[config.mk]
export PLATFORM = sky130hd
export DESIGN_NAME = vsaCore
export DESIGN_NICKNAME = d
export VERILOG_FILES = /design/src/source/vsaIsaPkg.sv /design/src/source/vsaCorePkg.sv /design/src/source/vsaCore.sv /design/src/source/vsaCommit.sv /design/src/source/vsaBranchUnit.sv /design/src/source/vsaAlu.sv /design/src/source/vsaSequencer.sv /design/src/source/vsaRegFile.sv
export SDC_FILE = /design/constraint.sdc
export NUM_CORES = 1
export LEC_CHECK = 0
export BUFFER_PORTS_ARGS = -buffer_cell sky130_fd_sc_hd__buf_4
export CORE_MARGIN = 3
export CORE_UTILIZATION = 65
export DETAILED_ROUTE_END_ITERATION = 8
export HOLD_SLACK_MARGIN = 0.06
export PLACE_DENSITY_LB_ADDON = 0.15
export SLEW_MARGIN = 20
export SYNTH_ARGS = -nofsm -noshare
export SYNTH_HDL_FRONTEND = slang
export SYNTH_SLANG_ARGS = --single-unit
export TNS_END_PERCENT = 5
[constraint.sdc]
create_clock -name clock -period 6.45 [get_ports clock]
set_input_delay 1.6125 -clock clock [delete_from_list [all_inputs] [get_ports clock]]
set_output_delay 1.6125 -clock clock [all_outputs]
set_load 0.005 [all_outputs]
[src/source/vsaIsaPkg.sv]
// ~~~~~~~~~~~~~~~~~~~~
// vsa instruction set package
// widths, opcode and function enums,
// decoded instruction fields
// ~~~~~~~~~~~~~~~~~~~~
package vsaIsaPkg;

    // fixed by the 12-bit instruction format
    localparam int dataWidth = 5;
    localparam int numRegs   = 4;  // R0 hard-wired, R1..R3 real

    typedef logic [dataWidth-1:0] dataWord;   // register / memory value
    typedef logic [4:0]           pcAddr;     // instruction address
    typedef logic [1:0]           regIndex;   // register field
    typedef logic [11:0]          instrWord;  // raw instruction
    typedef logic [4:0]           immField;   // I-format immediate

    localparam pcAddr pcStep = 5'd2;  // instructions are two bytes apart

    // major opcode in bits 11:9, codes 6 and 7 unused
    typedef enum logic [2:0] {
        LW    = 3'd0,
        SW    = 3'd1,
        BEQZ  = 3'd2,
        ALUOP = 3'd3,  // R-format, see func
        ADDI  = 3'd4,
        SUBI  = 3'd5
    } opcodeE;

    // R-format function in bits 2:0
    typedef enum logic [2:0] {
        ADD, SUB, AND, OR, XOR, NOT, SRL, SRA
    } funcE;

    // dst/func and imm overlap in the raw word
    typedef struct packed {
        opcodeE  opcode;
        regIndex src1;  // bits 8:7
        regIndex src2;  // bits 6:5, also I-format destination
        regIndex dst;   // bits 4:3
        funcE    func;  // bits 2:0
        immField imm;   // bits 4:0
    } decodedInstr;

endpackage
[src/source/vsaCorePkg.sv]
// ~~~~~~~~~~~~~~~~~~~~
// vsa core microarchitecture package
// control states and inter-block structs
// ~~~~~~~~~~~~~~~~~~~~
package vsaCorePkg;

    // one instruction per pass through all five
    typedef enum logic [2:0] {
        IF  = 3'd0,  // fetch
        ID  = 3'd1,  // decode, operand read
        EX  = 3'd2,  // alu + branch target
        MEM = 3'd3,  // data access, pc update
        WB  = 3'd4   // register write-back
    } cpuState;

    // latched source operands
    typedef struct packed {
        vsaIsaPkg::dataWord a;  // from src1
        vsaIsaPkg::dataWord b;  // from src2, also store data
    } operandPair;

    // branch unit result, registered in EX
    typedef struct packed {
        vsaIsaPkg::pcAddr target;
        logic             taken;
    } branchResult;

    // write-back request toward the register file
    typedef struct packed {
        logic               enable;
        vsaIsaPkg::regIndex index;
        vsaIsaPkg::dataWord data;
    } regWrite;

endpackage

[src/source/vsaCore.sv]
// ~~~~~~~~~~~~~~~~~~~~
// vsa core top level
// sequencer, register file, ALU, branch unit, commit
// ~~~~~~~~~~~~~~~~~~~~
module vsaCore #(
    parameter vsaIsaPkg::pcAddr resetPc = '0
) (
    input  logic                clock,
    input  logic                rst,
    output vsaIsaPkg::pcAddr    pc,        // instruction address
    input  vsaIsaPkg::instrWord instr,     // sampled end of IF
    output vsaIsaPkg::dataWord  dataAddr,  // registered ALU result
    input  vsaIsaPkg::dataWord  dataIn,    // sampled end of MEM on LW
    output vsaIsaPkg::dataWord  dataOut,   // store data
    output logic                write      // high in MEM of SW
);
    import vsaIsaPkg::*;
    import vsaCorePkg::*;

    cpuState     state;
    decodedInstr decoded;
    pcAddr       npc;
    operandPair  operands;
    dataWord     aluOut;
    branchResult branch;
    regWrite     wb;

    vsaSequencer #(.resetPc(resetPc)) u_seq (
        .clock   (clock),
        .rst     (rst),
        .pc      (pc),
        .instr   (instr),
        .state   (state),
        .decoded (decoded),
        .npc     (npc)
    );

    vsaRegFile u_regs (
        .clock    (clock),
        .rst      (rst),
        .state    (state),
        .decoded  (decoded),
        .wb       (wb),
        .operands (operands)
    );

    vsaAlu u_alu (
        .clock    (clock),
        .rst      (rst),
        .state    (state),
        .decoded  (decoded),
        .operands (operands),
        .aluOut   (aluOut)
    );

    // runs beside the ALU in EX
    vsaBranchUnit u_branch (
        .clock    (clock),
        .rst      (rst),
        .state    (state),
        .decoded  (decoded),
        .operands (operands),
        .npc      (npc),
        .branch   (branch)
    );

    vsaCommit #(.resetPc(resetPc)) u_commit (
        .clock   (clock),
        .rst     (rst),
        .state   (state),
        .decoded (decoded),
        .aluOut  (aluOut),
        .branch  (branch),
        .npc     (npc),
        .dataIn  (dataIn),
        .pc      (pc),
        .write   (write),
        .wb      (wb)
    );

    assign dataAddr = aluOut;      // address comes straight from EX
    assign dataOut  = operands.b;

endmodule

[src/source/vsaCommit.sv]
// ~~~~~~~~~~~~~~~~~~~~
// commit stage with pc register, load data,
// store strobe and write-back request
// ~~~~~~~~~~~~~~~~~~~~
module vsaCommit #(
    parameter vsaIsaPkg::pcAddr resetPc = '0
) (
    input  logic                    clock,
    input  logic                    rst,
    input  vsaCorePkg::cpuState     state,
    input  vsaIsaPkg::decodedInstr  decoded,
    input  vsaIsaPkg::dataWord      aluOut,
    input  vsaCorePkg::branchResult branch,
    input  vsaIsaPkg::pcAddr        npc,
    input  vsaIsaPkg::dataWord      dataIn,
    output vsaIsaPkg::pcAddr        pc,
    output logic                    write,
    output vsaCorePkg::regWrite     wb
);
    import vsaIsaPkg::*;
    import vsaCorePkg::*;

    dataWord lmd;        // load data register
    logic    takeBranch;
    logic    writesReg;  // instruction has a register result

    assign takeBranch = (decoded.opcode == BEQZ) && branch.taken;

    always_ff @(posedge clock) begin
        if (rst) begin
            pc  <= resetPc;
            lmd <= '0;
        end else if (state == MEM) begin
            pc <= takeBranch ? branch.target : npc;  // only pc update point
            if (decoded.opcode == LW)
                lmd <= dataIn;
        end
    end

    assign write = (state == MEM) && (decoded.opcode == SW);  // store strobe

    always_comb begin
        writesReg = decoded.opcode inside {ALUOP, ADDI, SUBI, LW};
        wb.enable = (state == WB) && writesReg;
        // R-format writes dst, I-format writes src2
        wb.index  = (decoded.opcode == ALUOP) ? decoded.dst : decoded.src2;
        wb.data   = (decoded.opcode == LW) ? lmd : aluOut;
    end

endmodule

[src/source/vsaBranchUnit.sv]
// ~~~~~~~~~~~~~~~~~~~~
// branch target adder and
// zero test for BEQZ
// ~~~~~~~~~~~~~~~~~~~~
module vsaBranchUnit (
    input  logic                    clock,
    input  logic                    rst,
    input  vsaCorePkg::cpuState     state,
    input  vsaIsaPkg::decodedInstr  decoded,
    input  vsaCorePkg::operandPair  operands,
    input  vsaIsaPkg::pcAddr        npc,
    output vsaCorePkg::branchResult branch
);
    import vsaIsaPkg::*;
    import vsaCorePkg::*;

    pcAddr offset;  // word offset, imm[4] not used

    assign offset = {decoded.imm[3:0], 1'b0};

    always_ff @(posedge clock) begin
        if (rst) begin
            branch <= '0;
        end else if (state == EX) begin
            if (decoded.opcode == BEQZ) begin
                branch.target <= npc + offset;        // wraps at 32
                branch.taken  <= (operands.a == '0);
            end else begin
                branch.taken <= 1'b0;  // target left stale
            end
        end
    end

endmodule

[src/source/vsaAlu.sv]
// ~~~~~~~~~~~~~~~~~~~~
// data ALU for the EX state
// register, immediate and address math
// ~~~~~~~~~~~~~~~~~~~~
module vsaAlu (
    input  logic                   clock,
    input  logic                   rst,
    input  vsaCorePkg::cpuState    state,
    input  vsaIsaPkg::decodedInstr decoded,
    input  vsaCorePkg::operandPair operands,
    output vsaIsaPkg::dataWord     aluOut
);
    import vsaIsaPkg::*;
    import vsaCorePkg::*;

    dataWord a;
    dataWord b;
    dataWord rResult;  // R-format result

    assign a = operands.a;
    assign b = operands.b;

    // everything wraps mod 32 by width
    always_comb begin
        case (decoded.func)
            ADD:     rResult = a + b;
            SUB:     rResult = a - b;
            AND:     rResult = a & b;
            OR:      rResult = a | b;
            XOR:     rResult = a ^ b;
            NOT:     rResult = ~a;               // b ignored
            SRL:     rResult = {1'b0, a[4:1]};   // zero fill
            default: rResult = {a[4], a[4:1]};   // SRA, sign kept
        endcase
    end

    always_ff @(posedge clock) begin
        if (rst) begin
            aluOut <= '0;
        end else if (state == EX) begin
            case (decoded.opcode)
                LW, SW: aluOut <= a + decoded.imm;  // data address
                ADDI:   aluOut <= a + decoded.imm;
                SUBI:   aluOut <= a - decoded.imm;
                ALUOP:  aluOut <= rResult;
                default: ;                          // BEQZ holds last value
            endcase
        end
    end

endmodule

[src/source/vsaSequencer.sv]
// ~~~~~~~~~~~~~~~~~~~~
// five-state control FSM
// instruction register, next pc, field decode
// ~~~~~~~~~~~~~~~~~~~~
module vsaSequencer #(
    parameter vsaIsaPkg::pcAddr resetPc = '0
) (
    input  logic                   clock,
    input  logic                   rst,
    input  vsaIsaPkg::pcAddr       pc,
    input  vsaIsaPkg::instrWord    instr,
    output vsaCorePkg::cpuState    state,
    output vsaIsaPkg::decodedInstr decoded,
    output vsaIsaPkg::pcAddr       npc
);
    import vsaIsaPkg::*;
    import vsaCorePkg::*;

    instrWord ir;         // held for the whole instruction
    cpuState  nextState;

    // fixed ring, no stalls
    always_comb begin
        case (state)
            IF:      nextState = ID;
            ID:      nextState = EX;
            EX:      nextState = MEM;
            MEM:     nextState = WB;
            default: nextState = IF;  // WB and any stray code
        endcase
    end

    always_ff @(posedge clock) begin
        if (rst) begin
            state <= IF;
            ir    <= '0;
            npc   <= resetPc + pcStep;
        end else begin
            state <= nextState;
            if (state == IF) begin
                ir  <= instr;         // instruction valid at end of IF
                npc <= pc + pcStep;   // wraps at 32
            end
        end
    end

    // split ir into fields
    // dst/func and imm share low bits
    always_comb begin
        decoded.opcode = opcodeE'(ir[11:9]);
        decoded.src1   = ir[8:7];
        decoded.src2   = ir[6:5];
        decoded.dst    = ir[4:3];
        decoded.func   = funcE'(ir[2:0]);
        decoded.imm    = ir[4:0];
    end

endmodule

[src/source/vsaRegFile.sv]
// ~~~~~~~~~~~~~~~~~~~~
// register file, R1..R3 plus zero R0
// operand latch and write-back port
// ~~~~~~~~~~~~~~~~~~~~
module vsaRegFile (
    input  logic                   clock,
    input  logic                   rst,
    input  vsaCorePkg::cpuState    state,
    input  vsaIsaPkg::decodedInstr decoded,
    input  vsaCorePkg::regWrite    wb,
    output vsaCorePkg::operandPair operands
);
    import vsaIsaPkg::*;
    import vsaCorePkg::*;

    dataWord regs [1:numRegs-1];  // no storage behind R0

    // R0 always reads as zero
    function automatic dataWord readReg(input regIndex idx);
        if (idx == '0)
            return '0;
        return regs[idx];
    endfunction

    always_ff @(posedge clock) begin
        if (rst) begin
            for (int i = 1; i < numRegs; i++)
                regs[i] <= '0;
            operands <= '0;
        end else begin
            // operands sampled once per instruction
            if (state == ID) begin
                operands.a <= readReg(decoded.src1);
                operands.b <= readReg(decoded.src2);
            end
            if (wb.enable && wb.index != '0)  // writes to R0 dropped here
                regs[wb.index] <= wb.data;
        end
    end

endmodule

# After elaboration in Yosys (flattened, before gate mapping)
# Memory sizes are Yosys's and may differ from the RTL's. A register that Yosys moved wholly into a read port is not among the register bits.
# Index checks and enable logic that the tools add are counted.
[word_totals]
output_inout_bits = 16
memories = 1
in_bits = 19
mem_bits_rw = 15
ff_bits = 51
[mem_list]
columns = ["name", "depth", "word_bits", "rd", "rd_ports_with_merged_regs", "write_ports", "line_no", "source"]
rows = [
  ["u_regs.regs", 3, 5, 2, 2, 3, "vsaRegFile.sv:16", "dataWord regs [1:numRegs-1];"],
]
[op_classes]
addsub = 6
muxes = 29
n_bitwise = 4
reduce_logical = 18
n_eq_ne = 15
[ops]
columns = ["cell", "n"]
rows = [
  ["$mux 5", 7],
  ["$pmux 5 s7", 1],
  ["$eq 3x2->1 const B", 6],
  ["$eq 3x3->1 const B", 6],
  ["$add 5x5->5", 3],
  ["$pmux 5 s3", 1],
  ["$mux 1", 13],
  ["$mux 2", 6],
  ["$pmux 3 s4", 1],
  ["$sub 5x5->5", 2],
  ["$eq 3x1->1 const B", 3],
  ["$logic_not 3->1", 3],
  ["$reduce_and 2->1", 3],
  ["$add 5x2->5 const B", 1],
  ["$and 5x5->5", 1],
  ["$logic_not 5->1", 1],
  ["$not 5->5", 1],
  ["$or 5x5->5", 1],
  ["$reduce_or 5->1", 1],
  ["$xor 5x5->5", 1],
  ["$logic_and 1x1->1", 4],
  ["$logic_not 2->1", 2],
  ["$reduce_bool 4->1", 1],
  ["$reduce_bool 3->1", 1],
  ["2 further kinds", 2],
]

# Depth between registers and ports, before layout
[logic_depth]
word_depth = 9
depth_mapped = 11
ltp_nobuf = 11

# By module
# From an unflattened synthesis, not the netlist that was laid out.
[unflattened]
cells_unflattened = 422
hier_area_um2 = 4046.4
[by_module_without_submodules]
columns = ["mod", "seq_area_each_um2", "instances", "cells_each", "area_per_inst_um2"]
rows = [
  ["vsaRegFile", 650.6, 1, 91, 1176.1],
  ["vsaAlu", 100.1, 1, 144, 1156.1],
  ["vsaSequencer", 400.4, 1, 89, 758.2],
  ["vsaCommit", 200.2, 1, 60, 603.1],
  ["vsaBranchUnit", 120.1, 1, 38, 352.8],
]

# Least setup slack after synthesis
# OpenSTA, ideal clock, no wires.
[synth_path]
path_kind = "input -> register"
start = "input rst"
end = "memory u_regs.regs[3][0] (netlist name), enable pin"
setup_slack_ns = 3.545
arrival_time_ns = 2.588
setup_ns = 0.316
path_stages = 4
n_path_buf = 0
required_time_ns = 6.134
cell_sequence = "or4b_4 -> a21oi_2 -> nand2_1 -> nand2b_1"
[synth_rtl]
columns = ["item", "line_no", "source"]
rows = [
  ["from (decl)", "vsaCore.sv:9", "input logic rst,"],
  ["to (decl)", "vsaRegFile.sv:16", ""],
]

# Worst setup path after layout
[layout_path]
start = "register u_seq.state[0]"
end = "output write"
[layout_between]
elab_chain_cells = 2
[layout_lines]
columns = ["item", "line_no", "source"]
rows = [
  ["from (decl)", "vsaSequencer.sv:12", "output vsaCorePkg::cpuState state,"],
  ["from (signal assigned)", "vsaSequencer.sv:39", "state <= nextState;"],
  ["$eq 3x2->1", "vsaCommit.sv:40", "assign write = (state == MEM) && (decoded.opcode == SW);"],
  ["$logic_and 1x1->1", "vsaCommit.sv:40", ""],
  ["to (decl)", "vsaCore.sv:15", "output logic write"],
]
# Every way passes these cells.

==> run_results.csv <==
group,metric,value,unit
worst_setup_path,max_stage_delay,0.62,ns
worst_setup_path,reg2reg_depth,11,
die,dieArea,0.00758,mm²
clock_network,cts_htree_levels,3,
worst_setup_path,crit_type,"reg -> out",
timing,fmax,287,MHz
die,chipHeight,87.0,µm
logic_synthesis,ys.warnings.count,0,
power,power_density,240,mW/mm²
layout,layout.nets,525,
logic_synthesis,ys_top_cells_by_area,"dfxtp_1, edfxtp_1, ha_1",
die,die-width,87.0,µm
logic_synthesis,synth_flop_cell,"dfxtp_1",
timing,fin_tns_setup,0,ns
die,pin_count,35,
worst_setup_path,critPathMaxFanout,18,
drt,drtIter0Drc,262,
global_route,gr-usage-all-layers,0.276,
drt,dr.pass1.iters,5,
run,maxCapViolCount,0,
die,core_area,0.00613,mm²
timing,finalCritPeriodShare,0.540,
logic_synthesis,synth_top_area_cell,"dfxtp_1",
clock_network,cts.path.max_buffers,2,
layout,fin_util,0.763,
worst_setup_path,cp-start-kind,"flip-flop",
worst_setup_path,crit_chain,"and3b_1 > and3_1 > buf_4",
drt,drcViolationCount,0,
outcome,status,"completed",
clock_network,clk_pin_slew,0.07,ns
timing,slew_headroom,0.507,
timing,fin_crit,3.48,ns
min_path,hold_path_depth,2,
clock_network,clock_sinks,75,
worst_setup_path,cp.required,4.84,ns
clock_network,cts_root_buf,"clkbuf_8",
drt,vias,3389,
clock_network,cts_buffers,9,
clock_network,cts_resized,0,
timing,finalHoldViolations,0,
clock_network,post_cts_buffers,0,
placed_design,gp_congestion,0.993,
die,num_rows,28,
power,ir_drop,0.163,mV
global_route,grt_start_max_net_pins,58,
placed_design,hpwl,7.33,mm
clock_network,clk_latency,0.35,ns
min_path,hold_path.class,"reg -> reg",
layout,syn2layout_area_growth,9.53,%
timing,worstMarginPinSlew,0.732,ns
logic_synthesis,ys_seq_elements,75,
logic_synthesis,synth_common_cells,"dfxtp_1, nand2_1, nor2_1",
placed_design,placed_area,0.00449,mm²
global_route,grt_first_pass_wirelength,16.2,mm
worst_setup_path,cp_slowest_cell,"and3b_1",
drt,routed_wl,9.63,mm
layout,fillers,432,
logic_synthesis,synth_cell_types,59,
worst_setup_path,r2r-end,"u_alu.aluOut[4]$_SDFFE_PP0P_",
layout,layout-drive-gt1-share,0.146,
timing,drv_slew,0,
logic_synthesis,synthCells,453,
power,p_leak,0.00192,µW
logic_synthesis,synth_top_area_frac,0.258,
drt,avgRoutedWirePerCell,17.4,µm
drt,antenna_left,0,
min_path,min_to,"u_commit.lmd[0]$_SDFFE_PP0P_",
global_route,grt_pass1_vias,3265,
timing,finClkSkew,0.0125,ns
logic_synthesis,avgSynthCellArea,9.42,µm²
clock_network,postCtsHoldBufs,0,
logic_synthesis,synth_edf_count,20,
placed_design,port_buffers,34,
timing,rsz0062_at_grt,"no",
worst_setup_path,end_kind,"output port",
die,initial_core_util,0.696,
logic_synthesis,yosysSeqAreaShare,0.399,
logic_synthesis,postSynth.asyncResetShare,0,
logic_synthesis,syn-cell-area,0.00427,mm²
logic_synthesis,yosysMostFrequentCell,"dfxtp_1",
global_route,antenna_found_initial,0,
power,report.power.total,1120,µW
worst_setup_path,timing.rr.start,"u_seq.ir[1]$_SDFFE_PP0N_",
worst_setup_path,rrSetupSlack,3.48,ns
worst_setup_path,arrival,1.87,ns
clock_network,cts_tree,"built",
layout,final_area,0.00468,mm²
min_path,min_from,"u_commit.lmd[0]$_SDFFE_PP0P_",
timing,setup_viol,0,
global_route,grt_overflow_total,0,
drt,via_per_inst,6.12,
layout,antennaDiodeCount,0,
kinds of logic after synthesis:
family,after synthesis,share of synthesized area
and+or+nand+nor,151,0.173
AOI/OAI and AO/OA,94,0.141
DFF,75,0.399
buffers and inverters,57,0.0610
adders and majority gates,32,0.0991
muxes,26,0.0917
xor gates and xnor gates,17,0.0349
other,1,0.000878
routing by layer:
| layer | part of all wire | track usage | vias to the layer above |
|---|---|---|---|
| li1 | - | - | 1623 |
| met1 | 0.43 | 0.379 | 1609 |
| met2 | 0.48 | 0.447 | 143 |
| met3 | 0.072 | 0.0473 | 14 |
| met4 | 0.016 | 0.0836 | 0 |
| met5 | 0 | 0 | - |
final cells by class:
cell class	instances	area, µm²	share of cell area
multi-input cells	325	2330	0.498
flip-flops and latches	75	1700	0.364
repair buffers	35	263	0.0562
clock buffers	14	174	0.0372
inverters	28	105	0.0225
well taps	75	93.8	0.0201
clock inverters	2	10.0	0.00214
report_power, final:
part	internal [µW]	total, µW	switching [µW]
clock	173	336	163
sequential	511	554	42.5
combinational	106	231	125
total	790	1120	330
worst max-delay path by stage:
stage	to	from	cells after the start	slack, ns
global placement	u_regs.regs[3][0]$_SDFFCE_PN0P_	rst	5	3.11
CTS	write	u_seq.state[0]$_SDFF_PP0_	3	2.99
global route	write	u_seq.state[0]$_SDFF_PP0_	3	2.85
finish	write	u_seq.state[0]$_SDFF_PP0_	3	2.97
floorplan	u_regs.regs[3][0]$_SDFFCE_PN0P_	rst	4	3.55
detailed placement	u_regs.regs[3][4]$_SDFFCE_PN0P_	rst	5	3.05
placed cells by master (no fill, tap or decap), types with 7 or more instances in the layout:
cell	n
edfxtp_1	20
a21oi_1	38
a211oi_1	8
xor2_1	7
buf_4	35
nor3_1	7
inv_1	28
clkbuf_8	10
o21ai_0	8
nor2_1	51
nand2b_1	8
mux2i_1	14
mux4_2	10
xnor2_1	10
ha_1	29
a22oi_1	13
nand3_1	8
dfxtp_1	55
nand2_1	51
stage by stage:
step | cells | hold slack [ns] | setup WS [ns]
2_1_floorplan | 457 | 0.436 | 3.55
3_3_place_gp | 538 | 0.447 | 3.11
3_5_place_dp | 538 | 0.454 | 3.05
4_1_cts | 554 | 0.463 | 2.99
5_1_grt | 554 | 0.486 | 2.85
6_report | 554 | 0.464 | 2.97
sequential cells by signal (all words and copies together) (netlist names), named ones only:
| signal | count |
|---|---|
| u_branch.branch | 6 |
| u_commit.lmd | 5 |
| u_regs.operands | 10 |
| u_commit.pc | 5 |
| u_seq.npc | 5 |
| u_alu.aluOut | 5 |
| u_seq.ir | 12 |
| u_regs.regs | 20 |
| u_seq.state | 3 |
critical path, delay by kind of cell, from the launching register on:
family,cells,cell delay [ns]
simple gates,2,0.86
flops,1,0.57
buf+inv,1,0.11
Note: power is estimated with default switching activity, not from simulation.
